===== src/doe_pkg.sv =====
// ######################################
// widths, typedefs and the command encoding shared by the deobfuscation
// engine and its testbench
// the UDS and FE sizes must be whole multiples of the cipher block width
// ######################################
`default_nettype none

package doe_pkg;

    // vault geometry
    localparam int KV_NUM_ENTRIES  = 8;
    localparam int KV_ENTRY_DWORDS = 16;

    // obfuscated secret sizes in dwords
    localparam int UDS_DWORDS = 16;
    localparam int FE_DWORDS  = 8;

    typedef logic [31:0]  dword_t;
    typedef logic [127:0] block_t;

    typedef logic [2:0] kv_entry_idx_t;
    typedef logic [3:0] kv_offset_t;

    // bit n of the mask lets client n read the entry
    typedef logic [1:0] kv_client_mask_t;
    typedef logic       kv_client_t;

    typedef enum logic [1:0] {
        DOE_CMD_IDLE = 2'b00,
        DOE_CMD_UDS  = 2'b01,
        DOE_CMD_FE   = 2'b10
    } doe_cmd_e;

endpackage

`default_nettype wire


===== src/kv_entry.sv =====
// ######################################
// one key vault entry of 16 dwords and its client mask
// the mask is overwritten by every write to the entry
// ######################################
`timescale 1ns/1ns
`default_nettype none

module kv_entry #(
    parameter doe_pkg::kv_entry_idx_t ENTRY_IDX = '0
) (
    input  logic                                          clk,
    input  logic                                          hard_rst_b,
    input  logic                                          write_en,
    input  doe_pkg::kv_entry_idx_t                        write_entry,
    input  doe_pkg::kv_offset_t                           write_offset,
    input  doe_pkg::dword_t                               write_data,
    input  doe_pkg::kv_client_mask_t                      write_valid_mask,
    output doe_pkg::dword_t [doe_pkg::KV_ENTRY_DWORDS-1:0] entry_data,
    output doe_pkg::kv_client_mask_t                      entry_mask
);

    logic hit;

    // the write bus is shared by all entries, only the addressed one takes it
    assign hit = write_en && (write_entry == ENTRY_IDX);

    always_ff @(posedge clk or negedge hard_rst_b) begin
        if (!hard_rst_b) begin
            entry_data <= '0;
            entry_mask <= '0;
        end else if (hit) begin
            entry_data[write_offset] <= write_data;
            entry_mask               <= write_valid_mask;
        end
    end

endmodule

`default_nettype wire


===== config.mk =====
export PLATFORM = sky130hd
export DESIGN_NAME = kv_entry
export DESIGN_NICKNAME = d
export VERILOG_FILES = /design/src/doe_pkg.sv /design/src/kv_entry.sv
export SDC_FILE = /design/constraint.sdc
export NUM_CORES = 1
export LEC_CHECK = 0
export BUFFER_PORTS_ARGS = -buffer_cell sky130_fd_sc_hd__buf_2
export CAP_MARGIN = 20
export CORE_AREA = 2 2 218 220
export DETAILED_ROUTE_END_ITERATION = 10
export DIE_AREA = 0 0 220 222
export GPL_ROUTABILITY_DRIVEN = 1
export PLACE_DENSITY = 0.73
export SYNTH_ARGS = -nofsm -noshare
export SYNTH_HDL_FRONTEND = slang
export SYNTH_SLANG_ARGS = --single-unit

===== constraint.sdc =====
create_clock -name clk -period 0.8 [get_ports clk]
set_input_delay 0.16 -clock clk [delete_from_list [all_inputs] [get_ports clk]]
set_output_delay 0.16 -clock clk [all_outputs]
set_load 0.01 [all_outputs]

======== Yosys cells after proc, flatten, opt, wreduce, memory -nomap -nowiden ========
Cells that the tools add are included.
cells by class
  order comparisons ....................... 2
  mux-type cells .......................... 3
  reductions and logical operators ........ 3
operator list
  cell                                                  count
  bitwise mux 512 bit                                   1
  demux 32 bit (select 4 bit)                           1
  two-way mux 32 bit                                    1
  < comparator 4 x 5 -> 1 bit (second input constant)   1
  >= comparator 4 x 1 -> 1 bit (second input constant)  1
  logical NOT 3 bit                                     1
  logical AND 1 bit                                     2
word-level totals
  output and inout bits ................... 514
  logic and storage cells ................. 25
  flip-flop bits (word level) ............. 514
  input port bits ......................... 44

======== Longest topological paths before layout ========
  depth in word-level cells ............... 5
  mapped depth ............................ 5
  mapped depth without buffers ............ 3

======== Least setup slack after synthesis ========
OpenSTA, ideal clock, no wires.
  path kind ............................... input to register
  start point ............................. in write_entry[1]
  end point ............................... reg entry_data[353] (netlist bit)
  slack ................................... -0.811 ns
  arrival ................................. 1.486 ns
  stages on the path ...................... 5
  path buffers ............................ 2
  data required time ...................... 0.675 ns
  library setup time ...................... 0.125 ns
  cell sequence ........................... nor4b_4 and4_1 clkbuf_2 buf_2 mux2_2
between the ends
  cells in the longest elaborated chain, start to end .. 2
ends and longest elaborated chain
  what                           line            source
  start, declared                kv_entry.sv:14  input doe_pkg::kv_entry_idx_t write_entry,
  logical NOT 3 bit              kv_entry.sv:25  assign hit = write_en && (write_entry == ENTRY_IDX);
  logical AND 1 bit              kv_entry.sv:25
  end signal, assigned by index  kv_entry.sv:32  entry_data[write_offset] <= write_data;
  end, declared                  kv_entry.sv:18  output doe_pkg::dword_t [doe_pkg::KV_ENTRY_DWORDS-1:0] entry_data,
Every way passes these cells.
A chain may end at the register's enable or synchronous reset.

======== Worst setup path in the final report ========
  start point ............................. reg entry_data[238] (netlist bit)
  end point ............................... out entry_data[238] (netlist bit)
No word-level cell between the ends.

==> impl_metrics.csv <==
group,metric,value,unit
worst_setup_path,max_stage_delay,0.42,ns
logic_synthesis,avgSynthCellArea,16.9,um2
sta,slew_headroom,64.6,%
clock_tree,cts.htree.levels,2,
route,postRouteWirelength,64.1,mm
logic_synthesis,synth.cell_area,0.0193,mm2
clock_tree,clk_pin_slew,0.06,ns
run_status,violations,"hold timing, setup timing",
global_route,grt_use_total,25.3,%
worst_setup_path,crit_family,"flip-flops",
sta,rsz0062_at_grt,"yes",
sta,hold_viol,2,
run,cap_violations,0,
clock_tree,cts_buffer_depth,3,
hold_path,holdCritStartpoint,"write_entry[2]",
floorplanning,io_pins,558,
route,wl_per_cell,24.4,um
logic_synthesis,ys_types,21,
worst_setup_path,cp-start-kind,"flip-flop",
global_route,grt_pass1_vias,14237,
clock_tree,cts_sinks,514,
sta,drv_slew,0,
logic_synthesis,seq_area_frac_synth,66.7,%
sta,min_period,1.31,ns
worst_setup_path,cpMaxStageDelayCell,"dfrtp_1",
worst_setup_path,worstSetupEndpointType,"output port",
sta,setup_viol,1026,
logic_synthesis,yosys_most_used_dff,"dfrtp_1",
worst_setup_path,reg2regPathDepth,3,
logic_synthesis,synth_area_leaders,"dfrtp_1 (67%), mux2_2 (28%), mux2_1 (1.5%), buf_2 (0.88%), clkbuf_1 (0.88%)",
worst_setup_path,crit_arrival,1.15,ns
finish,drive_above_1_share,72.0,%
logic_synthesis,async_flop_share,100,%
sta,holdWs,-0.0356,ns
worst_setup_path,reg2reg_to,"entry_data[197]",
hold_path,whs_endpoint,"entry_mask[0]",
sta,tightest_slew,0.532,ns
finish,fin_nets,2020,
worst_setup_path,cp_num_buf_inv,1,
sta,fin_skew,0,ns
worst_setup_path,crit_required,0.64,ns
global_route,grt_max_degree,74,
run_status,status,"complete, but fails checks",
clock_tree,cts-root-buf,"clkbuf_16",
worst_setup_path,r2r-start,"entry_data[197]",
power_and_ir_drop,leakagePower,0.0160,uW
finish,area_growth_syn_to_layout,51.4,%
clock_tree,cts_buffers,50,
floorplanning,start_util,41.7,%
clock_tree,cts_hold_buf,3,
route,first_pass_iters,4,
logic_synthesis,ys_warn_count,0,
global_route,grt_first_pass_wirelength,92.0,mm
global_route,antenna_found_initial,1,
floorplanning,dieArea,0.0488,mm2
worst_setup_path,critPathKind,"flip-flop to output port",
place,io_buffers,557,
sta,layout_setup_ws,-0.506,ns
sta,final.setup.tns,-425.10,ns
worst_setup_path,crit_path_max_fanout,2,
floorplanning,core.rowCount,79,
hold_path,min_path_cells,4,
global_route,overflow,0,
route,drc,0,
clock_tree,insertion_delay,0.58,ns
worst_setup_path,cp_cell_sequence,"buf_6",
floorplanning,die_w,220,um
floorplanning,core_area,0.0463,mm2
route,num_vias,13330,
route,drt_iter0_drc,636,
power_and_ir_drop,power_density,2200,mW/mm2
logic_synthesis,synth_edf_count,0,
sta,fmax,766,MHz
power_and_ir_drop,irDropWorstVdd,1.83,mV
floorplanning,fp.dieH,222,um
sta,fin_crit_sh,163,%
logic_synthesis,synth-seq-cells,514,
logic_synthesis,postSynthCellCount,1142,
hold_path,worstHoldPathType,"input pin to flip-flop",
place,dp_hpwl,40.9,mm
logic_synthesis,synth_most_common_cell,"dfrtp_1",
logic_synthesis,yosysTopAreaCell,"dfrtp_1",
route,antenna_left,0,
logic_synthesis,syn-num-nets,1186,
clock_tree,cts_tree,"yes",
logic_synthesis,yosys-top-cells-count,"dfrtp_1 (514), mux2_2 (487), clkbuf_1 (45)",
place,place_congestion,0.815,
finish,finish.utilization,63.1,%
worst_setup_path,rrSetupSlack,-0.25,ns
logic_synthesis,synth_top_area_share,66.7,%
route,vias_per_cell,5.08,
how the worst max path moves through the flow:
stage                     from              end  slack (ns)  cells after the start
4_1_cts        entry_data[119]  entry_data[119]       -0.53                      1
3_3_place_gp    write_entry[2]  entry_data[239]       -1.07                      6
3_5_place_dp    write_entry[2]  entry_data[238]       -1.05                      6
5_1_grt        entry_data[119]  entry_data[119]       -0.54                      1
6_report       entry_data[238]  entry_data[238]       -0.51                      1
2_1_floorplan   write_entry[2]  entry_data[353]       -0.75                      5
cell type report:
cell class | instances | area, um2
Timing Repair Buffer | 868 | 7550
Clock inverter | 17 | 203
Sequential cell | 514 | 12900
Tap cell | 607 | 759
Multi-Input combinational cell | 542 | 6320
Clock buffer | 76 | 1510
Fill cell | 3244 | 17100
Antenna cell | 2 | 5.00
per-stage QoR:
step           hold slack (ns)  power [uW]  instances  setup slack, ns  instance area (um2)
2_1_floorplan           -0.136       32800       1142           -0.746                19700
3_3_place_gp             0.141       36900       2303            -1.07                23600
3_5_place_dp             0.141       37200       2303            -1.05                23600
4_1_cts                -0.0572       63600       2533           -0.531                28100
5_1_grt               -0.00205       66500       2624           -0.537                29200
6_report               -0.0356       64200       2626           -0.506                29200
layer usage:
layer / vias up / GRT usage (%) / share of wire [%]
met5: - / 0 / 0
met2: 506 / 43.4 / 50
met1: 6981 / 30.9 / 39
li1: 5701 / - / -
met3: 142 / 5.38 / 6.8
met4: 0 / 10.5 / 4.5
where the power goes:
part	internal [uW]	total [uW]	switching (uW)	leakage, uW
sequential	28100	29500	1380	0.00699
combinational	5680	10200	4510	0.00819
clock	14400	24500	10100	0.000834
total	48200	64200	16000	0.0160
kinds of logic after synthesis:
kind of cell,share of synthesized area (%)
flip-flops,66.7
multiplexers,29.9
buffers and inverters,2.01
AND/OR/NAND/NOR,1.44
sequential cells by signal, summed over array words and instances, names as in the netlist:
signal and flops:
entry_data 512, entry_mask 2
cell usage in the layout, fill, tap and decap left out, types with 13 or more instances in the layout:
cell type | synthesis | final
dfrtp_1 | 514 | 514
mux2_2 | 487 | 430
buf_2 | 34 | 294
buf_6 | 1 | 269
buf_4 | 3 | 248
mux2_4 | 0 | 61
clkbuf_16 | 0 | 54
buf_12 | 0 | 42
mux2_1 | 25 | 21
clkbuf_1 | 45 | 13
what timing repair did:
action | 4_1_cts | 5_1_grt
gates cloned | 11 | 1
pin swaps | 3 | 1
gates resized for setup | 350 | 72
setup endpoints to repair | 1026 | 1026
buffers inserted | 123 | 93
endpoints found under the hold margin | 516 | 1
worst min-delay path, cell delays in order:
cell and delay, ns:
buf_6 0.08, or4b_4 0.16, nand2_1 0.06, nand2_1 0.05
Power figures use the tool's default switching activity.
