### config.mk
export PLATFORM = sky130hd
export DESIGN_NAME = doe_cipher
export DESIGN_NICKNAME = d
export VERILOG_FILES = /design/src/doe_pkg.sv /design/src/doe_cipher.sv
export SDC_FILE = /design/constraint.sdc
export NUM_CORES = 1
export LEC_CHECK = 0
export BUFFER_PORTS_ARGS = -buffer_cell sky130_fd_sc_hd__buf_2
export CAP_MARGIN = 20
export CORE_MARGIN = 1
export CORE_UTILIZATION = 45
export DETAILED_ROUTE_END_ITERATION = 8
export GPL_TIMING_DRIVEN = 0
export PLACE_DENSITY_LB_ADDON = 0.12
export SLEW_MARGIN = 30
export SYNTH_ARGS = -nofsm -noshare
export SYNTH_HDL_FRONTEND = slang
export SYNTH_SLANG_ARGS = --single-unit
### constraint.sdc
create_clock -name clk -period 14.6 [get_ports clk]
set_input_delay 2.19 -clock clk [delete_from_list [all_inputs] [get_ports clk]]
set_output_delay 2.19 -clock clk [all_outputs]
set_load 0.01 [all_outputs]
### src/doe_pkg.sv
// ######################################
// widths, typedefs and the command encoding shared by the deobfuscation
// engine and its testbench
// the UDS and FE sizes must be whole multiples of the cipher block width
// ######################################
`default_nettype none

package doe_pkg;

    // vault geometry
    localparam int KV_NUM_ENTRIES  = 8;
    localparam int KV_ENTRY_DWORDS = 16;

    // obfuscated secret sizes in dwords
    localparam int UDS_DWORDS = 16;
    localparam int FE_DWORDS  = 8;

    typedef logic [31:0]  dword_t;
    typedef logic [127:0] block_t;

    typedef logic [2:0] kv_entry_idx_t;
    typedef logic [3:0] kv_offset_t;

    // bit n of the mask lets client n read the entry
    typedef logic [1:0] kv_client_mask_t;
    typedef logic       kv_client_t;

    typedef enum logic [1:0] {
        DOE_CMD_IDLE = 2'b00,
        DOE_CMD_UDS  = 2'b01,
        DOE_CMD_FE   = 2'b10
    } doe_cmd_e;

endpackage

`default_nettype wire

### src/doe_cipher.sv
// ######################################
// iterative toy block cipher, one round or one key step per cycle
// not a real cipher, it only gives the flow something to decipher
// doe_init must come before the first doe_next of a flow
// ######################################
`timescale 1ns/1ns
`default_nettype none

module doe_cipher #(
    parameter int SRC_WIDTH  = 128,
    parameter int DEST_WIDTH = 128,
    parameter int NUM_ROUNDS = 4,
    localparam int DEST_DWORDS = DEST_WIDTH / 32
) (
    input  logic                              clk,
    input  logic                              hard_rst_b,
    input  doe_pkg::block_t                   obf_key,
    input  logic                              src_write_en,
    input  doe_pkg::block_t                   src_write_data,
    input  logic                              doe_init,
    input  logic                              doe_next,
    output logic                              init_done,
    output logic                              dest_data_avail,
    output doe_pkg::dword_t [DEST_DWORDS-1:0] dest_data
);
    import doe_pkg::*;

    localparam int CNT_W = (NUM_ROUNDS > 1) ? $clog2(NUM_ROUNDS) : 1;

    logic             busy;
    logic             key_mode;
    logic [CNT_W-1:0] round_cnt;
    logic             last_round;

    block_t round_key [NUM_ROUNDS];
    block_t key_work;
    block_t key_step;
    block_t src_block;
    block_t chain;
    block_t state;
    block_t round_out;

    // the key schedule counts up from key 0, deciphering counts down to key 0
    assign last_round = key_mode ? (round_cnt == CNT_W'(NUM_ROUNDS - 1)) : (round_cnt == '0);

    // each round key is the previous one rotated left by another byte
    assign key_step  = {key_work[SRC_WIDTH-9:0], key_work[SRC_WIDTH-1:SRC_WIDTH-8]};
    assign round_out = {round_key[round_cnt][6:0] ^ state[6:0],
                        round_key[round_cnt][SRC_WIDTH-1:7] ^ state[SRC_WIDTH-1:7]};

    always_ff @(posedge clk or negedge hard_rst_b) begin
        if (!hard_rst_b) begin
            busy            <= 1'b0;
            key_mode        <= 1'b0;
            round_cnt       <= '0;
            init_done       <= 1'b0;
            dest_data_avail <= 1'b0;
        end else if (doe_init || doe_next) begin
            busy            <= 1'b1;
            key_mode        <= doe_init;
            round_cnt       <= doe_init ? '0 : CNT_W'(NUM_ROUNDS - 1);
            init_done       <= 1'b0;
            dest_data_avail <= 1'b0;
        end else if (busy) begin
            round_cnt <= key_mode ? round_cnt + 1'b1 : round_cnt - 1'b1;
            if (last_round) begin
                busy            <= 1'b0;
                init_done       <= 1'b1;
                dest_data_avail <= !key_mode;
            end
        end
    end

    always_ff @(posedge clk) begin
        if (src_write_en) begin
            src_block <= src_write_data;
        end
        if (doe_init) begin
            key_work <= obf_key;
            chain    <= '0;
        end else if (doe_next) begin
            state <= src_block;
        end else if (busy && key_mode) begin
            round_key[round_cnt] <= key_step;
            key_work             <= key_step;
        end else if (busy && last_round) begin
            // unchain, then the ciphertext just used chains into the next block
            state <= round_out ^ chain;
            chain <= src_block;
        end else if (busy) begin
            state <= round_out;
        end
    end

    always_comb begin
        for (int j = 0; j < DEST_DWORDS; j++) begin
            dest_data[j] = state[32*j +: 32];
        end
    end

endmodule

`default_nettype wire

== Word level (Yosys, flattened, before mapping) ==
Memory sizes are Yosys's and may differ from the RTL's.
Cells that the tools add are included.
Storage, ports and cells
  memories kept: 1
  RAM bits: 512
  register bits: 518
  word-level logic and storage cells: 59
  output and inout bits: 130
  bits of input ports: 261
Memories
  round_key: words 4, width 128, rd ports 1, clocked after memory_dff 0, write ports 1, RTL line doe_cipher.sv:35  | block_t round_key [NUM_ROUNDS];
Cells by class
  $add $sub $neg: 2
  equality and inequality tests: 3
  mux-type cells: 25
  bitwise gates (word level): 6
  reduce and logical (&&, ||, !) cells: 13
Operators with widths (count)
  $mux W128: 7
  $xor A128 B128 Y128: 1
  $xor A121 B121 Y121: 1
  $mux W1: 14
  $mux W2: 4
  $xor A7 B7 Y7: 1
  $reduce_and A3 Y1: 2
  $reduce_bool A2 Y1: 3
  $ne A2 B2 Y1 const B: 2
  $reduce_and A2 Y1: 2
  $not A1 Y1: 3
  $reduce_bool A3 Y1: 1
  $add A2 B1 Y2 const B: 1
  $eq A2 B2 Y1 const B: 1
  $logic_and A1 B1 Y1: 2
  $logic_not A2 Y1: 1
  $sub A2 B1 Y2 const B: 1
  $logic_not A1 Y1: 1
  $logic_or A1 B1 Y1: 1

== Longest topological paths before layout ==
Gate-level depths: netlist of the first run.
  word-level depth: 6
  depth in mapped cells: 8
  depth with buffers taken out: 4

== Worst setup path after synthesis of the first run ==
Ideal clock, no wire load.
  kind: input to register
  from: input doe_init
  to: memory round_key[1][0] (netlist name), enable pin
  arrival: 15.919 ns
  path buffers: 3
  stages: 4
  slack: -2.292 ns
  data required time: 13.627 ns
  cells stage by stage: clkbuf_1 clkbuf_1 clkbuf_1 nor4b_1
On the way
  word-level cells in the longest chain between the ends: 2
Ends and longest elaborated chain
  from (decl): RTL line doe_cipher.sv:20  | input logic doe_init,
  $mux W1: RTL line doe_cipher.sv:78  | if (doe_init) begin
  $mux W1 (not written as such): RTL line doe_cipher.sv:84  | round_key[round_cnt] <= key_step;
  to (decl): RTL line doe_cipher.sv:35
Every way passes these cells.

== Worst setup path after layout of the first run ==
  from: input doe_init
  to: register state[70] (netlist: dest_data[70]), enable pin
On the way
  word-level cells in the longest chain between the ends: 2
Ends and longest elaborated chain
  $not A1 Y1 (no source line)
  $reduce_and A3 Y1 (no source line)
  to (signal assigned): RTL line doe_cipher.sv:82  | state <= src_block;
  to (signal assigned): RTL line doe_cipher.sv:88  | state <= round_out ^ chain;
  to (signal assigned): RTL line doe_cipher.sv:91  | state <= round_out;
  to (decl): RTL line doe_cipher.sv:40  | block_t state;
Every way passes these cells.
A chain may end at the register's enable or synchronous reset.

==> reports/metrics.csv, run 1 <==
metric,value,unit
gp_congestion,0.827,
synthMuxAreaShare,10.5,%
drtPass1Iterations,6,
period_minus_slack,5.32,ns
synth_edf_count,896,
register_area,29600,sq um
dr_total_vias,23200,
hp-class,reg2reg,
outcome,completed,
multi_input_area,10900,sq um
post-synth-top-count-cell,edfxtp_1,
nets,3315,
post_cts_resize_count,0,
rsz0062_at_grt,no,
instances_no_fill,4318,
clock_sinks,1030,
power_leakage,16.9,nW
cellPowerDensity,141,nW/um^2
worstSetupPathType,in2reg,
comb_power_share,10.1,%
critPathSlowestCell,clkbuf_1,
antenna_found_initial,12,
maxSlewHeadroom,33.7,%
grt_use_total,22.6,%
grt_pass1_wl,155000,um
vdd_ir_drop_max,0.0992,mV
finalSetupViolations,0,
synthSimpleGateAreaFrac,3.82,%
crit_arrival,5.73,ns
crit_chain,clkbuf_1 > clkbuf_1 > clkbuf_1 > clkbuf_1 > a21oi_4 > buf_16 > buf_8 > buf_16 > buf_16 > buf_16,
fin_crit_sh,36.4,%
cts-root-buf,clkbuf_16,
dieArea,92900,sq um
hold_slack,0.451,ns
intPower,5.34,mW
port_buffers,389,
clock_skew,0.0193,ns
synth_area_per_cell,16.6,sq um
pwr-share-clk,38.9,%
die_w,305,um
end_kind,flop,
cp.required,15.01,ns
fmax,188,MHz
cp-start-kind,primary input,
crit_path_max_incr_delay,0.66,ns
core,90400,sq um
final_hold_viol_count,0,
drc_errors,0,
drv_slew,0,
boundaryPins,391,
synthDistinctLibCells,34,
async_reset_ff_share,0.583,%
synthAdderAreaFrac,0,%
clk_path_buf_depth,3,
yosys-top-cells-count,"edfxtp_1 (896), nand2_1 (387), xnor2_1 (158)",
yosysTopAreaCellShare,65.2,%
cap_violations,0,
n_fill_cell,7284,
sw_frac_of_total,23.3,%
post_drt_wl_per_cell,24.3,um
ant_nets,0,
layout-drive-gt1-share,33.1,%
wl,105000,um
layout_setup_ws,9.28,ns
syn_nets,2752,
overflow,0,
synthXorXnorAreaFrac,7.32,%
clk_pin_slew,0.06,ns
grt_max_degree,67,
seq_power_share,51.0,%
synth_flop_cell,edfxtp_1,
hold_buffers,0,
cp_max_fo,19,
ys_top_cells_by_area,"edfxtp_1 (65%), mux4_2 (7.0%), dfxtp_1 (6.2%)",
grt_pass1_vias,23500,
dp_hpwl,74100,um
synthToLayoutAreaGrowth,19.2,%
net-switching-power,1.62,mW
drt-initial-drc-count,2230,
syn_inst,2491,
viasPerCell,5.38,
ys_seq_area_share,71.8,%
rows,110,
place_inst,4121,
htree_levels,3,
clk_latency,0.67,ns
fin_util,54.4,%
die_h,305,um
cts_made_buffers,107,
synth-compound-area-share,4.77,%
synth_warnings,0,
worstMarginPinSlew,0.995,ns
syn_area,41300,sq um
place_ws,8.53,ns
cts_tree,built,
ys_seq_elements,1030,
synth_area_leader_cell,edfxtp_1,
start_util,45.6,%
synth_top_family_by_area,multiplexers,
postCtsSetupBuffers,0,
-- per-stage QoR --
stage                TNS, ns  area, sq um  total power [mW]
finish                     0        49200              6.96
CTS                        0        49200              7.02
global route               0        49200              7.18
floorplan                  0        41300              4.02
detailed placement         0        45700              4.32
global placement    -1146.33        44700              4.31
-- placed cells by master (no fill, tap or decap), drive strengths merged, types with 128 or more instances in the layout --
master,Yosys,final
a21oi,131,131
buf,65,519
clkbuf,84,213
dfxtp,128,128
edfxtp,896,896
mux2,128,128
mux4,128,128
nand2,387,387
o21ai,256,256
xnor2,258,258
-- worst max-delay path, delay by kind of cell --
kind            cells  cell delay [ns]
compound gates      1             0.20
buf+inv             9             3.30
-- power groups by stage --
stage	Sequential, mW	Combinational (mW)	Clock [mW]
finish	3.55	0.705	2.71
floorplan	3.58	0.446	0
detailed placement	3.61	0.713	0
CTS	3.55	0.717	2.75
global route	3.56	0.757	2.86
global placement	3.63	0.678	0
-- per-layer routing --
layer	wire length, um	GRT usage (%)	part of all wire, %
met1	44000	30.9	42
met2	51700	37.2	49
met3	6370	3.82	6.1
met4	2930	6.58	2.8
met5	64	0	0.061
-- flip-flops by register name, indices dropped and copies added (netlist names) --
register / flops
dest_data: 128
dest_data_avail: 1
src_block: 128
busy: 1
key_mode: 1
round_cnt: 2
init_done: 1
key_work: 128
round_key: 512
chain: 128
-- cell families after synthesis --
kind of cell,count (synthesis)
buffers and inverters,150
DFF,1030
and+or+nand+nor,405
xor gates and xnor gates,259
AOI/OAI and AO/OA,391
muxes,256
-- cell type report --
type	count	share of cell area, %
well taps	1176	2.99
multi-input cells	1311	22.3
inverters	1	0.00763
plain buffers	149	1.54
clock buffers	129	5.70
clock inverters	67	1.33
flip-flops and latches	1030	60.2
repair buffers	454	5.92
diodes	1	0.00509
-- worst paths after layout --
kind                                   start                to  slack (ns)  cells past startpoint
worst min register to register      chain[7]          chain[7]        0.45                      2
worst max register to register  round_cnt[0]  round_key[1][94]       11.61                      9
max in group asynchronous         hard_rst_b         init_done       13.07                      1
worst min-delay path                chain[7]          chain[7]        0.45                      2
worst max-delay path                doe_init     dest_data[70]        9.28                     10
min in group asynchronous         hard_rst_b      round_cnt[0]        1.37                      1
Note: power is estimated with default switching activity, not from simulation.
==> inputs of run 2 (changes only) <==
==> constraint.sdc (replaced) <==
create_clock -name clk -period 4.5 [get_ports clk]
set_input_delay 0.675 -clock clk [delete_from_list [all_inputs] [get_ports clk]]
set_output_delay 0.675 -clock clk [all_outputs]
set_load 0.01 [all_outputs]
==> run 2 against run 1 <==
Against the previous run: combinational power rose to 3.2 times the previous value; critical endpoint is now dest_data[64]; non-clock buffer count shrank 2; critical path depth down 1; count of clock-buffer cells in the layout is 22 higher; clock power grew to 3.2 times the previous value.
==> reports/metrics.csv, run 2 (same netlist as run 1, synthesis figures left out) <==
metric,value,unit
outcome,completed,
rows,110,
clock_skew,0.0254,ns
power_leakage,16.9,nW
path_delay_family,buffers and inverters,
finalSetupViolations,0,
crit_chain,clkbuf_1 > clkbuf_2 > clkbuf_4 > clkbuf_1 > a21oi_4 > buf_8 > buf_8 > buf_8 > buf_8,
most-common-layout-cells,"edfxtp_1 (896), buf_2 (424), nand2_1 (387)",
drv_slew,0,
viasPerCell,5.37,
clk_path_buf_depth,3,
hp-start,src_write_data[94],
wl,105000,um
path_buf_inv,8,
grt_max_degree,67,
postCtsSetupBuffers,0,
top_layer_used,met5,
r2r_cells,8,
cts-root-buf,clkbuf_16,
boundaryPins,391,
cap_violations,0,
synthToLayoutAreaGrowth,19.0,%
clock_sinks,1030,
clk_latency,0.69,ns
period_minus_slack,3.08,ns
end_kind,flop,
fmax,324,MHz
crit_arrival,3.51,ns
cp-start-kind,primary input,
min_path_cells,1,
crit_path_max_incr_delay,0.56,ns
wl_met1,43400,um
cellPowerDensity,456,nW/um^2
grt_pass1_wl,154000,um
worstSetupPathType,in2reg,
overflow,0,
grt_pass1_vias,23700,
cp_max_fo,19,
post_drt_wl_per_cell,24.2,um
start_util,45.6,%
cts_made_buffers,108,
grt_use_total,22.6,%
die_h,305,um
maxSlewHeadroom,40.4,%
cts_tree,built,
dr_total_vias,23200,
hold_buffers,1,
fin_crit_sh,68.5,%
drt-initial-drc-count,2222,
nets,3314,
wl_met2,51400,um
hp-class,in2reg,
fin_util,54.3,%
gp_congestion,0.841,
path_common_cell,buf_8,
clk_pin_slew,0.06,ns
rrSetupSlack,1.50,ns
rsz0062_at_grt,no,
htree_levels,3,
rr_startpoint,round_cnt[1],
port_buffers,389,
core,90400,sq um
final_hold_viol_count,0,
ant_nets,0,
layout-drive-gt1-share,32.8,%
vdd_ir_drop_max,0.309,mV
finalSetupTns,0,ns
cp.required,4.93,ns
r2r-end,round_key[0][63],
dr_wl_met3,6610,um
drtPass1Iterations,5,
post_cts_resize_count,0,
largest-register,round_key,
dieArea,92900,sq um
critPathSlowestCell,clkbuf_1,
largest_reg_flops,512,
die_w,305,um
drc_errors,0,
antenna_found_initial,11,
worstHoldEndpoint,src_block[94],
worstMarginPinSlew,0.894,ns
dp_hpwl,73500,um
final_common_cell,edfxtp_1,
## run 2: changes by cell type in the layout (fill, tap and decap cells not counted), sizes merged
cell	delta
clkinvlp	-1
diode	+7
buf	-3
dlygate4sd3	+1
clkbuf	+22
clkinv	-9
bufinv	-6
## run 2: per-layer routing
metal | vias up | global-route usage (%)
met2 | 859 | 37.0
met4 | 4 | 7.53
met1 | 11700 | 30.6
met3 | 198 | 3.87
li1 | 10400 | -
met5 | - | 0
## run 2: how the worst max path moves through the flow
| stage | cells after the start | start | endpoint |
|---|---|---|---|
| after floorplan | 4 | doe_next | round_key[1][0] |
| after global placement | 4 | doe_init | round_key[0][92] |
| after detailed placement | 9 | doe_init | dest_data[73] |
| after CTS | 9 | doe_init | dest_data[64] |
| after global routing | 9 | doe_init | dest_data[66] |
| final | 9 | doe_init | dest_data[64] |
## run 2: where the power goes
| part | total, mW | switching [mW] | internal [mW] | leakage, nW |
|---|---|---|---|---|
| sequential | 11.5 | 0.433 | 11.1 | 9.51 |
| clock | 8.61 | 3.64 | 4.97 | 1.65 |
| combinational | 2.28 | 1.19 | 1.09 | 5.73 |
| total | 22.4 | 5.26 | 17.1 | 16.9 |
## run 2: layout make-up
class,count,area (sq um)
tap,1176,1470
clock buffer,151,2960
clock inverter,51,449
inverter,1,3.75
antenna,8,20.0
multi-input combinational,1311,10900
sequential,1030,29600
timing repair buffer,452,2860
buffer,149,795
fill,7197,41300
## run 2: through the flow
| stage | hold WS [ns] | total power, mW | setup WS, ns | cells | cell area [sq um] |
|---|---|---|---|---|---|
| floorplan | 0.379 | 13.0 | -1.34 | 2491 | 41400 |
| global placement | 0.438 | 13.9 | -5.72 | 4056 | 44800 |
| detailed placement | 0.443 | 14.0 | 0.624 | 4118 | 45700 |
| CTS | 0.105 | 22.6 | 1.38 | 4321 | 49100 |
| global route | 0.112 | 23.1 | 1.30 | 4323 | 49100 |
| finish | 0.154 | 22.4 | 1.42 | 4329 | 49100 |
