**src/doe_pkg.sv**
```systemverilog
// ######################################
// widths, typedefs and the command encoding shared by the deobfuscation
// engine and its testbench
// the UDS and FE sizes must be whole multiples of the cipher block width
// ######################################
`default_nettype none

package doe_pkg;

    // vault geometry
    localparam int KV_NUM_ENTRIES  = 8;
    localparam int KV_ENTRY_DWORDS = 16;

    // obfuscated secret sizes in dwords
    localparam int UDS_DWORDS = 16;
    localparam int FE_DWORDS  = 8;

    typedef logic [31:0]  dword_t;
    typedef logic [127:0] block_t;

    typedef logic [2:0] kv_entry_idx_t;
    typedef logic [3:0] kv_offset_t;

    // bit n of the mask lets client n read the entry
    typedef logic [1:0] kv_client_mask_t;
    typedef logic       kv_client_t;

    typedef enum logic [1:0] {
        DOE_CMD_IDLE = 2'b00,
        DOE_CMD_UDS  = 2'b01,
        DOE_CMD_FE   = 2'b10
    } doe_cmd_e;

endpackage

`default_nettype wire

```
**src/doe_fsm.sv**
```systemverilog
// ######################################
// flow sequencer between the secrets, the cipher and the key vault
// cmd and dest_sel must be held until flow_done is seen
// each command runs once per hard reset, repeats only pulse flow_done
// ######################################
`timescale 1ns/1ns
`default_nettype none

module doe_fsm #(
    parameter int SRC_WIDTH  = 128,
    parameter int DEST_WIDTH = 128,
    localparam int UDS_BLOCKS  = doe_pkg::UDS_DWORDS * 32 / SRC_WIDTH,
    localparam int FE_BLOCKS   = doe_pkg::FE_DWORDS * 32 / SRC_WIDTH,
    localparam int DEST_DWORDS = DEST_WIDTH / 32
) (
    input  logic                              clk,
    input  logic                              hard_rst_b,
    input  doe_pkg::doe_cmd_e                 cmd,
    input  doe_pkg::kv_entry_idx_t            dest_sel,
    input  doe_pkg::kv_client_mask_t          dest_valid,
    input  doe_pkg::block_t [UDS_BLOCKS-1:0]  obf_uds_seed,
    input  doe_pkg::block_t [FE_BLOCKS-1:0]   obf_field_entropy,
    input  logic                              init_done,
    input  logic                              dest_data_avail,
    input  doe_pkg::dword_t [DEST_DWORDS-1:0] dest_data,
    output logic                              src_write_en,
    output doe_pkg::block_t                   src_write_data,
    output logic                              doe_init,
    output logic                              doe_next,
    output logic                              write_en,
    output doe_pkg::kv_entry_idx_t            write_entry,
    output doe_pkg::kv_offset_t               write_offset,
    output doe_pkg::dword_t                   write_data,
    output doe_pkg::kv_client_mask_t          write_valid_mask,
    output logic                              flow_done
);
    import doe_pkg::*;

    localparam int MAX_BLOCKS = (UDS_BLOCKS > FE_BLOCKS) ? UDS_BLOCKS : FE_BLOCKS;
    localparam int BLK_W      = (MAX_BLOCKS > 1) ? $clog2(MAX_BLOCKS) : 1;
    localparam int DW_W       = (DEST_DWORDS > 1) ? $clog2(DEST_DWORDS) : 1;

    typedef enum logic [2:0] {
        ST_IDLE,
        ST_INIT,
        ST_BLOCK,
        ST_NEXT,
        ST_WAIT,
        ST_WRITE,
        ST_DONE
    } state_e;

    state_e        state_q;
    state_e        state_d;
    logic [BLK_W-1:0] blk_off;
    kv_offset_t    wr_off;
    kv_entry_idx_t entry_q;
    logic          lock_uds;
    logic          lock_fe;
    logic          run_uds;
    logic          run_fe;
    logic          start;
    logic          last_block;
    logic          last_dword;

    assign run_uds = (cmd == DOE_CMD_UDS);
    assign run_fe  = (cmd == DOE_CMD_FE);
    assign start   = (run_uds && !lock_uds) || (run_fe && !lock_fe);

    assign last_block = run_uds ? (blk_off == BLK_W'(UDS_BLOCKS - 1))
                                : (blk_off == BLK_W'(FE_BLOCKS - 1));
    assign last_dword = (wr_off[DW_W-1:0] == DW_W'(DEST_DWORDS - 1));

    always_comb begin
        state_d      = state_q;
        src_write_en = 1'b0;
        doe_init     = 1'b0;
        doe_next     = 1'b0;
        write_en     = 1'b0;
        flow_done    = 1'b0;
        case (state_q)
            ST_IDLE: begin
                // a locked command is answered at once and never starts
                flow_done = (run_uds && lock_uds) || (run_fe && lock_fe);
                if (start) begin
                    state_d = ST_INIT;
                end
            end
            ST_INIT: begin
                doe_init = 1'b1;
                state_d  = ST_WAIT;
            end
            ST_BLOCK: begin
                src_write_en = 1'b1;
                state_d      = ST_NEXT;
            end
            ST_NEXT: begin
                doe_next = 1'b1;
                state_d  = ST_WAIT;
            end
            ST_WAIT: begin
                if (init_done && dest_data_avail) begin
                    state_d = ST_WRITE;
                end else if (init_done) begin
                    state_d = ST_BLOCK;
                end
            end
            ST_WRITE: begin
                write_en = 1'b1;
                if (last_dword) begin
                    state_d = last_block ? ST_DONE : ST_BLOCK;
                end
            end
            ST_DONE: begin
                flow_done = 1'b1;
                state_d   = ST_IDLE;
            end
            default: begin
                state_d = ST_IDLE;
            end
        endcase
    end

    always_ff @(posedge clk or negedge hard_rst_b) begin
        if (!hard_rst_b) begin
            state_q  <= ST_IDLE;
            blk_off  <= '0;
            wr_off   <= '0;
            entry_q  <= '0;
            lock_uds <= 1'b0;
            lock_fe  <= 1'b0;
        end else begin
            state_q <= state_d;

            // an entry holds 16 dwords, a longer secret spills into the next one
            if (state_q == ST_IDLE && start) begin
                entry_q <= dest_sel;
            end else if (write_en && wr_off == '1) begin
                entry_q <= entry_q + 1'b1;
            end

            if (write_en) begin
                wr_off <= wr_off + 1'b1;
            end else if (state_q == ST_DONE) begin
                wr_off <= '0;
            end

            if (write_en && last_dword && !last_block) begin
                blk_off <= blk_off + 1'b1;
            end else if (state_q == ST_DONE) begin
                blk_off <= '0;
            end

            // the locks are sticky until the next hard reset
            if (state_q == ST_DONE) begin
                lock_uds <= lock_uds || run_uds;
                lock_fe  <= lock_fe || run_fe;
            end
        end
    end

    always_comb begin
        if (run_uds) begin
            src_write_data = obf_uds_seed[blk_off];
        end else if (run_fe) begin
            src_write_data = obf_field_entropy[blk_off];
        end else begin
            src_write_data = '0;
        end
    end

    // the cipher result is big endian, the vault stores the last dword first
    assign write_data       = dest_data[DW_W'(DEST_DWORDS - 1) - wr_off[DW_W-1:0]];
    assign write_entry      = entry_q;
    assign write_offset     = wr_off;
    assign write_valid_mask = dest_valid;

endmodule

`default_nettype wire

```
**config.mk**
```make
export PLATFORM = sky130hd
export DESIGN_NAME = doe_fsm
export DESIGN_NICKNAME = d
export VERILOG_FILES = /design/src/doe_pkg.sv /design/src/doe_fsm.sv
export SDC_FILE = /design/constraint.sdc
export NUM_CORES = 1
export LEC_CHECK = 0
export BUFFER_PORTS_ARGS = -buffer_cell sky130_fd_sc_hd__buf_2
export CAP_MARGIN = 10
export CORE_AREA = 4 4 420 422
export CTS_CLUSTER_SIZE = 40
export DETAILED_ROUTE_END_ITERATION = 8
export DIE_AREA = 0 0 424 426
export PLACE_DENSITY = 0.3
export REMOVE_ABC_BUFFERS = 1
export SYNTH_ARGS = -nofsm -noshare
export SYNTH_HDL_FRONTEND = slang
export SYNTH_SLANG_ARGS = --single-unit
```
**constraint.sdc**
```tcl
create_clock -name clk -period 1.56 [get_ports clk]
set_input_delay 0.234 -clock clk [delete_from_list [all_inputs] [get_ports clk]]
set_output_delay 0.234 -clock clk [all_outputs]
set_load 0.01 [all_outputs]
```
After elaboration in Yosys (flattened, before gate mapping)
Index checks and enable logic that the tools add are counted.

Add/subtract/negate cells: 4. Magnitude comparators: 3. Eq/ne operators: 15. Muxes and demuxes: 26. Reductions and logical operators: 22.

Operators by type and width (count): two-way mux 128 bit (5); binary-select mux 128 bit (select 2 bit) (1); binary-select mux 32 bit (select 2 bit) (1); two-way mux 32 bit (1); two-way mux 3 bit (7); one-hot mux 3 bit (5 select lines) (1); equality test 3 bit, second input constant (3); logical AND 1 bit (9); two-way mux 4 bit (2); equality test 2 bit, second input constant (3); equality test 3 x 2 -> 1 bit, second input constant (2); less-than comparator 2 x 3 -> 1 bit, second input constant (2); nonzero test 2 bit (3); two-way mux 1 bit (5); adder 4 x 1 -> 4 bit, second input constant (1); equality test 2 x 1 -> 1 bit, second input constant (2); equality test 4 bit, second input constant (1); logical OR 1 bit (4); two-way mux 2 bit (2); != test 2 bit, second input constant (2); adder 3 x 1 -> 3 bit, second input constant (1); equality test 3 x 1 -> 1 bit, second input constant (1); logical NOT 1 bit (3); logical NOT 3 bit (1); other kinds (7) (7).

Register bits after elaboration: 14. Bits of input ports: 907. Output and inout port bits: 174. Word-level logic and storage cells: 76.

Longest topological paths before layout
Gate-level depths: netlist (run 1).

Depth in word-level cells: 5. Gate-level depth with buffers: 6. Mapped depth without buffers: 5.

Least setup slack after synthesis (run 1)
Ideal clock, no wire load.

Path type: register -> output. Start: register wr_off[0], in the netlist write_offset[0]. End: output write_data[10]. Arrival time: 1507 ps. Required time: 1326 ps. Path slack: -181 ps. Stages on the path, launching flop included: 4. Buffers on the path: 2. Cell sequence: dfrtp_1 buf_2 buf_2 mux4_2.

Longest elaborated chain between the ends: 3.

Ends and longest elaborated chain: start, declared (line doe_fsm.sv:56) `kv_offset_t wr_off;`; start signal, assigned (line doe_fsm.sv:143) `wr_off <= wr_off + 1'b1;`; subtractor 2 bit (line doe_fsm.sv:173) `assign write_data = dest_data[DW_W'(DEST_DWORDS - 1) - wr_off[DW_W-1:0]];`; binary-select mux 32 bit (select 2 bit) (line doe_fsm.sv:173); two-way mux 32 bit (implied by the code) (line doe_fsm.sv:173); end, declared (line doe_fsm.sv:33) `output doe_pkg::dword_t write_data,`.

No other way between the ends. The select of a mux whose other input is x is not followed.

Final worst setup path (run 1)
Start: register blk_off[0]. End: output src_write_data[87].

Longest elaborated chain between the ends: 4. Elaborated cells on any way between the ends: 6. Those cells by class: mux (6).

Ends and longest elaborated chain: start, declared (line doe_fsm.sv:55) `logic [BLK_W-1:0] blk_off;`; start signal, assigned (line doe_fsm.sv:149) `blk_off <= blk_off + 1'b1;`; two-way mux 128 bit (implied by the code) (2 in a row) (line doe_fsm.sv:166) `src_write_data = obf_field_entropy[blk_off];`; two-way mux 128 bit (line doe_fsm.sv:165) `end else if (run_fe) begin`; two-way mux 128 bit (*) (line doe_fsm.sv:163) `if (run_uds) begin`; end, declared (line doe_fsm.sv:27) `output doe_pkg::block_t src_write_data,`.

Every way passes the cells marked *; elsewhere a longest branch is shown, timed or not. The select of a mux whose other input is x is not followed.

==> impl_metrics.toml, run 1 <==
[run_status]
status = "finished with violations"
violations = "negative setup slack"

[pwr]
ir_drop_mv = 0.417
pwr_density_cell_mw_per_mm2 = 1190
power.leakage_nw = 8.20
power_mw = 22.9

[timing]
finalHoldViolations = 0
post-route-period-util_pct = 161
setup_viol = 165
relSlewSlack_pct = 70.2
slew_viol_final = 0
fin_skew_ps = 5.68
rsz0062_at_grt = "yes"
fin_ws_ps = -956
fmax_mhz = 397
worstMarginPinSlew_ps = 434
fin_crit_ps = 2520

[final_layout]
seq_area_sq_um = 360
fin_area_sq_mm = 0.0193
drive_above_1_share_pct = 83.4
syn2layout_area_growth_pct = 166
n_fill_cell = 20300
multi_input_area_sq_mm = 0.00713
layout.nets = 2826

[floorplan]
coreArea_sq_mm = 0.173
dieArea_sq_mm = 0.181
dieWidth_microns = 424
fp.dieH_microns = 426
io_pins = 1081
start_util_pct = 4.18
row_count = 153

[routing]
vias_per_cell = 2.96
num_vias = 12600
wl_per_cell_microns = 29.5
wl_mm = 126
drc = 0
final_antenna_net_count = 0
drtPass1Iterations = 5
drt_iter0_markers = 868

[clocking]
cts-root-buf = "clkbuf_16"
clk_latency_ps = 250
tritoncts.num_buffers = 3
clk_pin_slew_worst_paths_ps = 50
cts_tree = "yes"
clockBufferDepth = 2
cts_sinks = 14
ctsHtreeMaxLevel = 1

[placed_design]
hpwl_mm = 115
place.port_buffers = 1076
gp_congestion = 0.951
pre_cts_slack_ps = -1320
dpl_cell_area_sq_mm = 0.0164

[setup_path]
cp_num_buf_inv = 5
critPathMaxStageDelay_ps = 550
critPathTopFamily = "buffers and inverters"
arrival_ps = 2280
critPathLaunchType = "flop"
cp-end-kind = "primary output"
cp.required_ps = 1330
cp_cell_sequence = "buf_12, buf_16, buf_12, buf_16, mux4_2, nand2_1, o21ai_1, buf_4"
worstSetupPathType = "reg -> out"
crit_fanout = 7
crit_slowest_cell = "mux4_2"

[logic_synthesis]
synth_top_area_share_pct = 49.8
yosysTopAreaCell = "mux4_2"
ys_ff_latch = 14
synth_area_sq_mm = 0.00724
yosysUniqueCellTypes = 35
ys_warn_count = 0
syn_avg_cell_area_sq_um = 10.2
yosys-top-cells-area = "mux4_2 (50%), mux2i_1 (18%), nand2_1 (7.1%)"
async_reset_ff_share_pct = 100
yosysSeqAreaShare_pct = 4.84
ys.flop_type = "dfrtp_1"
synth_edf_count = 0
syn_inst = 708

[flow_run]
cap_violations = 0

[min_path]
hold_class = "in -> reg"

[global_routing]
grt_pass1_wl_mm = 152
grt_max_degree = 27
grt_overflow_total = 0
met2_usage_pct = 24.0
use_met3_pct = 6.05
grt_busiest_layer = "met2"
grt_pass1_vias = 12900
global_route.usage.met1_pct = 14.4
antenna_found_initial = 133
grt_util_all_layers_pct = 13.1
## worst register-to-register path: cells and delay by family (launching register included)
kind / cells / cell delay, ps
fa+ha+maj: 1 / 120
buf+inv: 2 / 210
flops: 1 / 430
mux: 2 / 570
simple gates: 2 / 400
## cells in the final DEF, fill, tap and decap left out, drive strengths merged, types with 2 or more instances in the layout
| cell | count |
|---|---|
| nor2 | 5 |
| buf | 1284 |
| nor3b | 2 |
| and3b | 2 |
| mux2 | 5 |
| o21ai | 136 |
| a21oi | 2 |
| diode | 31 |
| nand3 | 3 |
| mux4 | 160 |
| nor2b | 3 |
| nand3b | 4 |
| bufbuf | 4 |
| ha | 2 |
| dfrtp | 14 |
| inv | 2 |
| clkbuf | 5 |
| mux2i | 130 |
| xor2 | 2 |
| nand2 | 137 |
## timing repair
item | CTS | global route
setup endpoints to repair | 168 | 169
hold buffers | 1 | 0
cloned | 19 | 1
resized for setup | 409 | 104
hold endpoints to repair | 14 | 0
buffers inserted | 65 | 15
pin swaps | 65 | 31
## state kept, by name (all words and copies together) (netlist names)
| name | cells |
|---|---|
| state_q | 3 |
| write_offset | 4 |
| lock_fe | 1 |
| lock_uds | 1 |
| write_entry | 3 |
| blk_off | 2 |
## where the power goes
group / switching [mW] / internal [mW] / total (mW)
Clock: 0.170 / 0.390 / 0.560
Combinational: 10.4 / 11.2 / 21.6
Sequential: 0.129 / 0.532 / 0.660
## through the flow
stage | setup TNS [ps] | cells | hold WS (ps) | util [%]
global placement | -81860 | 4157 | 184 | 9.49
CTS | -119190 | 4246 | 218 | 11.0
finish | -109940 | 4272 | 217 | 11.1
floorplan | -1198570 | 622 | -61.6 | -
detailed placement | -80370 | 4159 | 185 | 9.51
global route | -122140 | 4248 | 226 | 11.1
## cells in the mapped netlist (all sizes together), types with 2 or more instances
| master | instances |
|---|---|
| a21oi | 2 |
| and3b | 2 |
| buf | 59 |
| clkbuf | 27 |
| dfrtp | 14 |
| ha | 2 |
| inv | 2 |
| mux2 | 5 |
| mux2i | 130 |
| mux4 | 160 |
| nand2 | 137 |
| nand3 | 3 |
| nand3b | 4 |
| nor2 | 5 |
| nor2b | 3 |
| nor3b | 2 |
| o21ai | 136 |
| xor2 | 2 |
## cell families after synthesis
group	share of synthesized area, %
XOR/XNOR	0.363
multiplexers	68.5
adder cells (fa/ha/maj)	0.346
AND/OR/NAND/NOR	9.16
AO/OA/AOI/OAI	10.3
buffers and inverters	6.50
flip-flops	4.84
## area by class of cell
| type | count | area share, % |
|---|---|---|
| repair buffers | 1290 | 45.1 |
| diodes | 31 | 0.403 |
| well taps | 2325 | 15.1 |
| flip-flops and latches | 14 | 1.87 |
| multi-input cells | 606 | 37.0 |
| clock buffers | 4 | 0.461 |
| inverters | 2 | 0.0390 |
## routing by layer
layer	vias to the layer above	share of wire, %
met3	201	11
met4	76	1.2
li1	5317	-
met5	-	0.41
met2	745	51
met1	6300	36
## worst paths after layout
kind                                  from                 end  slack (ps)  cells past startpoint
min reg2reg                       lock_uds            lock_uds         470                      2
max in group asynchronous       hard_rst_b          blk_off[0]         700                      2
min                            dest_sel[2]      write_entry[2]         220                      2
max                             blk_off[0]  src_write_data[87]        -960                      8
max reg2reg                write_offset[0]      write_entry[1]        -270                      7
min in group asynchronous       hard_rst_b     write_offset[3]         550                      2
No activity file was read; power rests on OpenSTA's default activity.
==> run 2, diff against run 1 <==
- ABC_AREA: default -> 1
- CORE_AREA: 4 4 420 422 -> 4 4 417 419
- DIE_AREA: 0 0 424 426 -> 0 0 421 423
==> run 2 against run 1 <==
  * The run still ends with negative setup slack left
  * Sequential cell count is the same
  * Global-route usage grew 0.63 points
  * Sequential share of layout area shrank 0.15 points
  * Die area shrank 1.4%
  * Count of clock-buffer cells in the layout is the same
  * Maximum frequency grew 5.2%
  * Highest routed layer unchanged
==> impl_metrics.toml, run 2 <==
[logic_synthesis]
yosysMostFrequentCell = "nor2_1"
yosys-top-cells-area = "nor2_1 (21%), o21ai_0 (19%), o21ai_1 (16%)"
ys.flop_type = "dfrtp_1"
ys_warn_count = 0
syn_inst = 1579
ys_top_cells_by_count = "nor2_1 (457), o21ai_0 (314), o21ai_1 (268)"
syn_avg_cell_area_sq_um = 5.15
synth_edf_count = 0
async_reset_ff_share_pct = 100
yosysSeqAreaShare_pct = 4.31
yosysUniqueCellTypes = 22
synth_top_area_share_pct = 21.1
ys_ff_latch = 14
yosysTopAreaCell = "nor2_1"
synth_area_sq_mm = 0.00813

[setup_path]
critPathLaunchType = "flop"
cp_num_buf_inv = 6
critPathTopFamily = "buffers and inverters"
cp-end-kind = "primary output"
crit_slowest_cell = "dfrtp_4"
arrival_ps = 2160
cp_cell_sequence = "buf_12, buf_16, buf_12, buf_4, mux2i_2, o21ai_2, buf_4, buf_2"
worstSetupPathType = "reg -> out"
critPathMaxStageDelay_ps = 500
r2r_start = "write_offset[1]"
cp.required_ps = 1330
crit_fanout = 16
critPathLaunch = "blk_off[0]"

[floorplan]
coreArea_sq_mm = 0.171
dieWidth_microns = 421
start_util_pct = 4.77
row_count = 152
fp.dieH_microns = 423
io_pins = 1081
dieArea_sq_mm = 0.178

[pwr]
pwr_density_cell_mw_per_mm2 = 1070
p_int_mw = 9.95
power.leakage_nw = 9.41
sequentialPowerShare_pct = 2.7
combPwrFrac_pct = 94.7
p_clk_share_pct = 2.6
switchingPower_mw = 12.1
ir_drop_mv = 0.552
swShare_pct = 55.0

[timing]
setup_viol = 168
fin_crit_ps = 2390
whs_ps = 240
rsz0062_at_grt = "yes"
finalHoldViolations = 0
worstMarginPinSlew_ps = 452
fmax_mhz = 418
relSlewSlack_pct = 69.0
slew_viol_final = 0
fin_ws_ps = -832
post-route-period-util_pct = 153
fin_skew_ps = 2.33
setup_tns_ps = -94570

[placed_design]
gp_congestion = 0.932
pre_cts_slack_ps = -997
place.port_buffers = 1076
hpwl_mm = 117

[clocking]
cts_sinks = 14
clk_pin_slew_worst_paths_ps = 50
ctsHtreeMaxLevel = 1
clockBufferDepth = 2
clk_latency_ps = 250
cts-root-buf = "clkbuf_16"
tritoncts.num_buffers = 3
cts_tree = "yes"

[run_status]
status = "finished with violations"
violations = "negative setup slack"

[global_routing]
grt_pass1_wl_mm = 166
grt_max_degree = 48
grt_util_all_layers_pct = 13.7
grt_overflow_total = 0
antenna_found_initial = 127
grt_pass1_vias = 17100

[flow_run]
cap_violations = 0

[min_path]
hold_start = "dest_sel[0]"
hold_class = "in -> reg"

[routing]
vias_per_cell = 3.42
drt_iter0_markers = 1252
drc = 0
final_antenna_net_count = 0
drtPass1Iterations = 5
wl_mm = 132
wl_per_cell_microns = 25.9
num_vias = 17300

[final_layout]
drive_above_1_share_pct = 56.7
layout_common_cells = "buf_2 (1019), nor2_1 (417), o21ai_1 (277), buf_4 (208), o21ai_0 (171)"
largest_reg_flops = 4
layout.nets = 3726
final_common_cell = "buf_2"
syn2layout_area_growth_pct = 154
## run 2: changes by cell type in the layout (fill, tap and decap cells not counted), moves of 70 or more
| cell | delta |
|---|---|
| buf_4 | +70 |
| mux4_2 | -160 |
| nor2_1 | +415 |
| o21ai_1 | +206 |
| o21ai_0 | +154 |
| nand2_1 | +80 |
## run 2: repair_timing
action                     CTS  global route
hold buffers                 1             0
gates resized for setup    269           299
gates cloned                 8             5
hold endpoints to repair    14             0
pin swaps                   13            44
setup buffers               18            13
setup endpoints to repair  170           171
## run 2: cell type report
class | count | area, sq um
fill | 20200 | 150000
timing repair buffer | 1382 | 9190
multi-input combinational | 1396 | 8010
tap | 2233 | 2790
sequential | 14 | 355
inverter | 20 | 114
clock buffer | 4 | 88.8
antenna | 28 | 70.1
## run 2: power groups by stage
stage / logic, mW / registers, mW / clock network, mW
finish: 20.9 / 0.595 / 0.566
global route: 22.6 / 0.614 / 0.594
CTS: 20.0 / 0.606 / 0.575
detailed placement: 17.7 / 0.609 / 0
global placement: 17.9 / 0.611 / 0
floorplan: 5.40 / 0.975 / 0
## run 2: per-layer routing
metal  up-vias  global-route usage, %  routed length, microns
li1       7937                      -                       -
met1      8255                   16.8                   52700
met2       901                   24.7                   65100
met3       216                   3.42                   10600
met4        34                   1.97                    3030
met5         -                      0                     217
## run 2: logic make-up after synthesis
kind of cell	after synthesis	synth area share, %
buffers and inverters	169	10.6
adders and majority gates	2	0.308
AOI/OAI and AO/OA	620	38.7
xor gates and xnor gates	2	0.215
muxes	128	15.8
and+or+nand+nor	644	30.1
DFF	14	4.31
## run 2: final timing paths
kind                                       to  slack [ps]  cells after the start
setup / recovery           src_write_data[30]        -830                      8
hold / removal                 write_entry[0]         240                      3
setup reg to reg               write_entry[1]        -120                      9
hold reg to reg                       lock_fe         480                      2
max in group asynchronous          blk_off[0]         810                      2
min in group asynchronous      write_entry[1]         440                      2
## run 2: stage by stage
stage	total power [mW]	util [%]	cell area (sq um)	instances
global route	23.8	12.1	20600	5066
global placement	18.5	10.7	18200	5007
finish	22.1	12.1	20600	5077
floorplan	6.37	-	7350	1430
CTS	21.2	11.5	19600	5038
detailed placement	18.3	10.7	18200	5007
## run 2: worst register-to-register path: cells and delay by family, from the launching register on
kind | cells | cell delay [ps]
AO/OA/AOI/OAI | 1 | 170
adder cells (fa/ha/maj) | 1 | 190
buffers and inverters | 3 | 440
flip-flops | 1 | 390
AND/OR/NAND/NOR | 4 | 440
==> run 3, diff against run 2 <==
- CTS_CLUSTER_SIZE: 40 -> 12
- PLACE_DENSITY: 0.3 -> default
- PLACE_DENSITY_LB_ADDON: default -> 0.08
==> run 3 against run 2 <==
  * The flow still finishes with violations (negative setup slack)
  * Combinational power increased by 7%
  * Power increased by 7.1%
  * Global-route usage fell by 1.5 points
  * Count of clock-buffer cells in the layout stayed put
  * Via count down 5.8%
  * Sequential cell count did not move
  * Design area up 4.6%
  * Non-clock buffer count increased by 32
  * Sequential share of layout area decreased by 0.065 points
  * Clock skew grew 2.3 ps
  * Clock power rose by 6.5%
  * Critical path depth is 1 higher
  * Critical endpoint is now src_write_data[115]
==> impl_metrics.toml, run 3 (synthesis gave the netlist of run 2 again) <==
[setup_path]
ff2ff_path_depth = 10
critPathLaunchType = "flop"
cp.required_ps = 1330
worstSetupPathType = "reg -> out"
arrival_ps = 2110
regToRegEndpoint = "blk_off[0]"
crit_fanout = 7
cp-end-kind = "primary output"
r2r_start = "blk_off[1]"
ff2ff_setup_slack_ps = -80

[final_layout]
layout_common_cells = "buf_2 (1032), nor2_1 (357), o21ai_1 (288), buf_4 (203), o21ai_0 (199)"
layout.nets = 3760
largest_reg_flops = 4
drive_above_1_share_pct = 58.9
final_common_cell = "buf_2"
stdcell_count = 5107
fin_area_sq_mm = 0.0216
post-route-util_pct = 12.7
n_fill_cell = 20200
syn2layout_area_growth_pct = 165

[run_status]
status = "finished with violations"
violations = "negative setup slack"

[clocking]
ctsHtreeMaxLevel = 1
clockBufferDepth = 2
cts_sinks = 14
cts-root-buf = "clkbuf_16"
tritoncts.num_buffers = 3
clk_pin_slew_worst_paths_ps = 60
clk_latency_ps = 260
cts_tree = "yes"

[placed_design]
dpl_cell_area_sq_mm = 0.0180
place.port_buffers = 1076
gp_congestion = 0.810
hpwl_mm = 102
pre_cts_slack_ps = -1130
dp.cells = 5005

[floorplan]
io_pins = 1081
row_count = 152
dieWidth_microns = 421
coreArea_sq_mm = 0.171
start_util_pct = 4.77
fp.dieH_microns = 423
dieArea_sq_mm = 0.178

[timing]
setup_viol = 165
worstMarginPinSlew_ps = 458
rsz0062_at_grt = "yes"
post-route-period-util_pct = 150
whs_ps = 230
slew_viol_final = 0
fin_ws_ps = -783
fin_skew_ps = 4.59
finalHoldViolations = 0
fmax_mhz = 427
fin_crit_ps = 2340
setup_tns_ps = -89030
relSlewSlack_pct = 69.1

[min_path]
min_to = "write_entry[0]"
hold_start = "dest_sel[0]"
whs_path_depth = 3
hold_class = "in -> reg"

[routing]
final_antenna_net_count = 0
drc = 0
wl_per_cell_microns = 23.3
vias_per_cell = 3.20
drtPass1Iterations = 5
wl_mm = 119
num_vias = 16300
drt_iter0_markers = 722

[pwr]
power_mw = 23.7
pwr_density_cell_mw_per_mm2 = 1100
power.leakage_nw = 9.71
ir_drop_mv = 0.371

[global_routing]
grt_util_all_layers_pct = 12.2
grt_max_degree = 48
grt_pass1_vias = 17100
grt_overflow_total = 0
grt_pass1_wl_mm = 152
antenna_found_initial = 69

[flow_run]
cap_violations = 0
## run 3: changes by cell type in the layout (fill, tap and decap cells not counted), moves of 14 or more
cell / previous run / this run
nor2_4: 14 / 45
nor2_2: 26 / 55
mux2i_1: 100 / 86
o21ai_0: 171 / 199
o21ai_2: 107 / 62
nor2_1: 417 / 357
## run 3: worst max-delay path by stage
stage                           to  depth (start not counted)  slack (ps)       start
2_1_floorplan    src_write_data[0]                          5      -13380  blk_off[0]
3_3_place_gp    src_write_data[24]                          7       -1140  blk_off[0]
3_5_place_dp    src_write_data[24]                          7       -1130  blk_off[0]
4_1_cts         src_write_data[41]                         10        -810  blk_off[0]
5_1_grt          src_write_data[8]                         11        -860  blk_off[0]
6_report       src_write_data[115]                          9        -780  blk_off[0]
## run 3: worst max-delay path, stage by stage (launching register included)
cell      delay, ps
dfrtp_4         440
buf_12          180
buf_4           170
clkinv_8         90
buf_8           140
o21ai_0         380
o21ai_1         140
nand2_1         100
o21ai_2          60
buf_2           140
## run 3: repair_timing
action / 4_1_cts / 5_1_grt
setup buffers: 23 / 42
hold buffers: 1 / 0
pin swaps: 36 / 54
endpoints found under the hold margin: 14 / 0
endpoints found under the setup margin: 166 / 174
gates cloned: 12 / 13
gates resized for setup: 312 / 360
## run 3: layout make-up
type                            count  area [sq um]  area share (%)
Multi-Input combinational cell   1396          8410            39.0
Tap cell                         2233          2790            12.9
Antenna cell                       24          60.1           0.278
Timing Repair inverter              2          22.5           0.104
Timing Repair Buffer             1414          9730            45.1
Inverter                           20           121           0.562
Sequential cell                    14           358            1.66
Clock buffer                        4          88.8           0.412
## run 3: report_power, final
| part | total (mW) | leakage (nW) | internal (mW) | switching [mW] |
|---|---|---|---|---|
| combinational | 22.4 | 9.51 | 10.5 | 11.9 |
| clock | 0.603 | 0.0443 | 0.392 | 0.211 |
| sequential | 0.617 | 0.162 | 0.465 | 0.152 |
| total | 23.7 | 9.71 | 11.4 | 12.3 |
## run 3: routing by layer
layer  vias to the layer above  global-route usage [%]  routed length [microns]
met2                       598                    22.9                    62400
met3                       106                    3.18                     7060
li1                       8010                       -                        -
met1                      7588                    14.2                    48100
met4                        34                    1.54                     1040
met5                         -                       0                      227
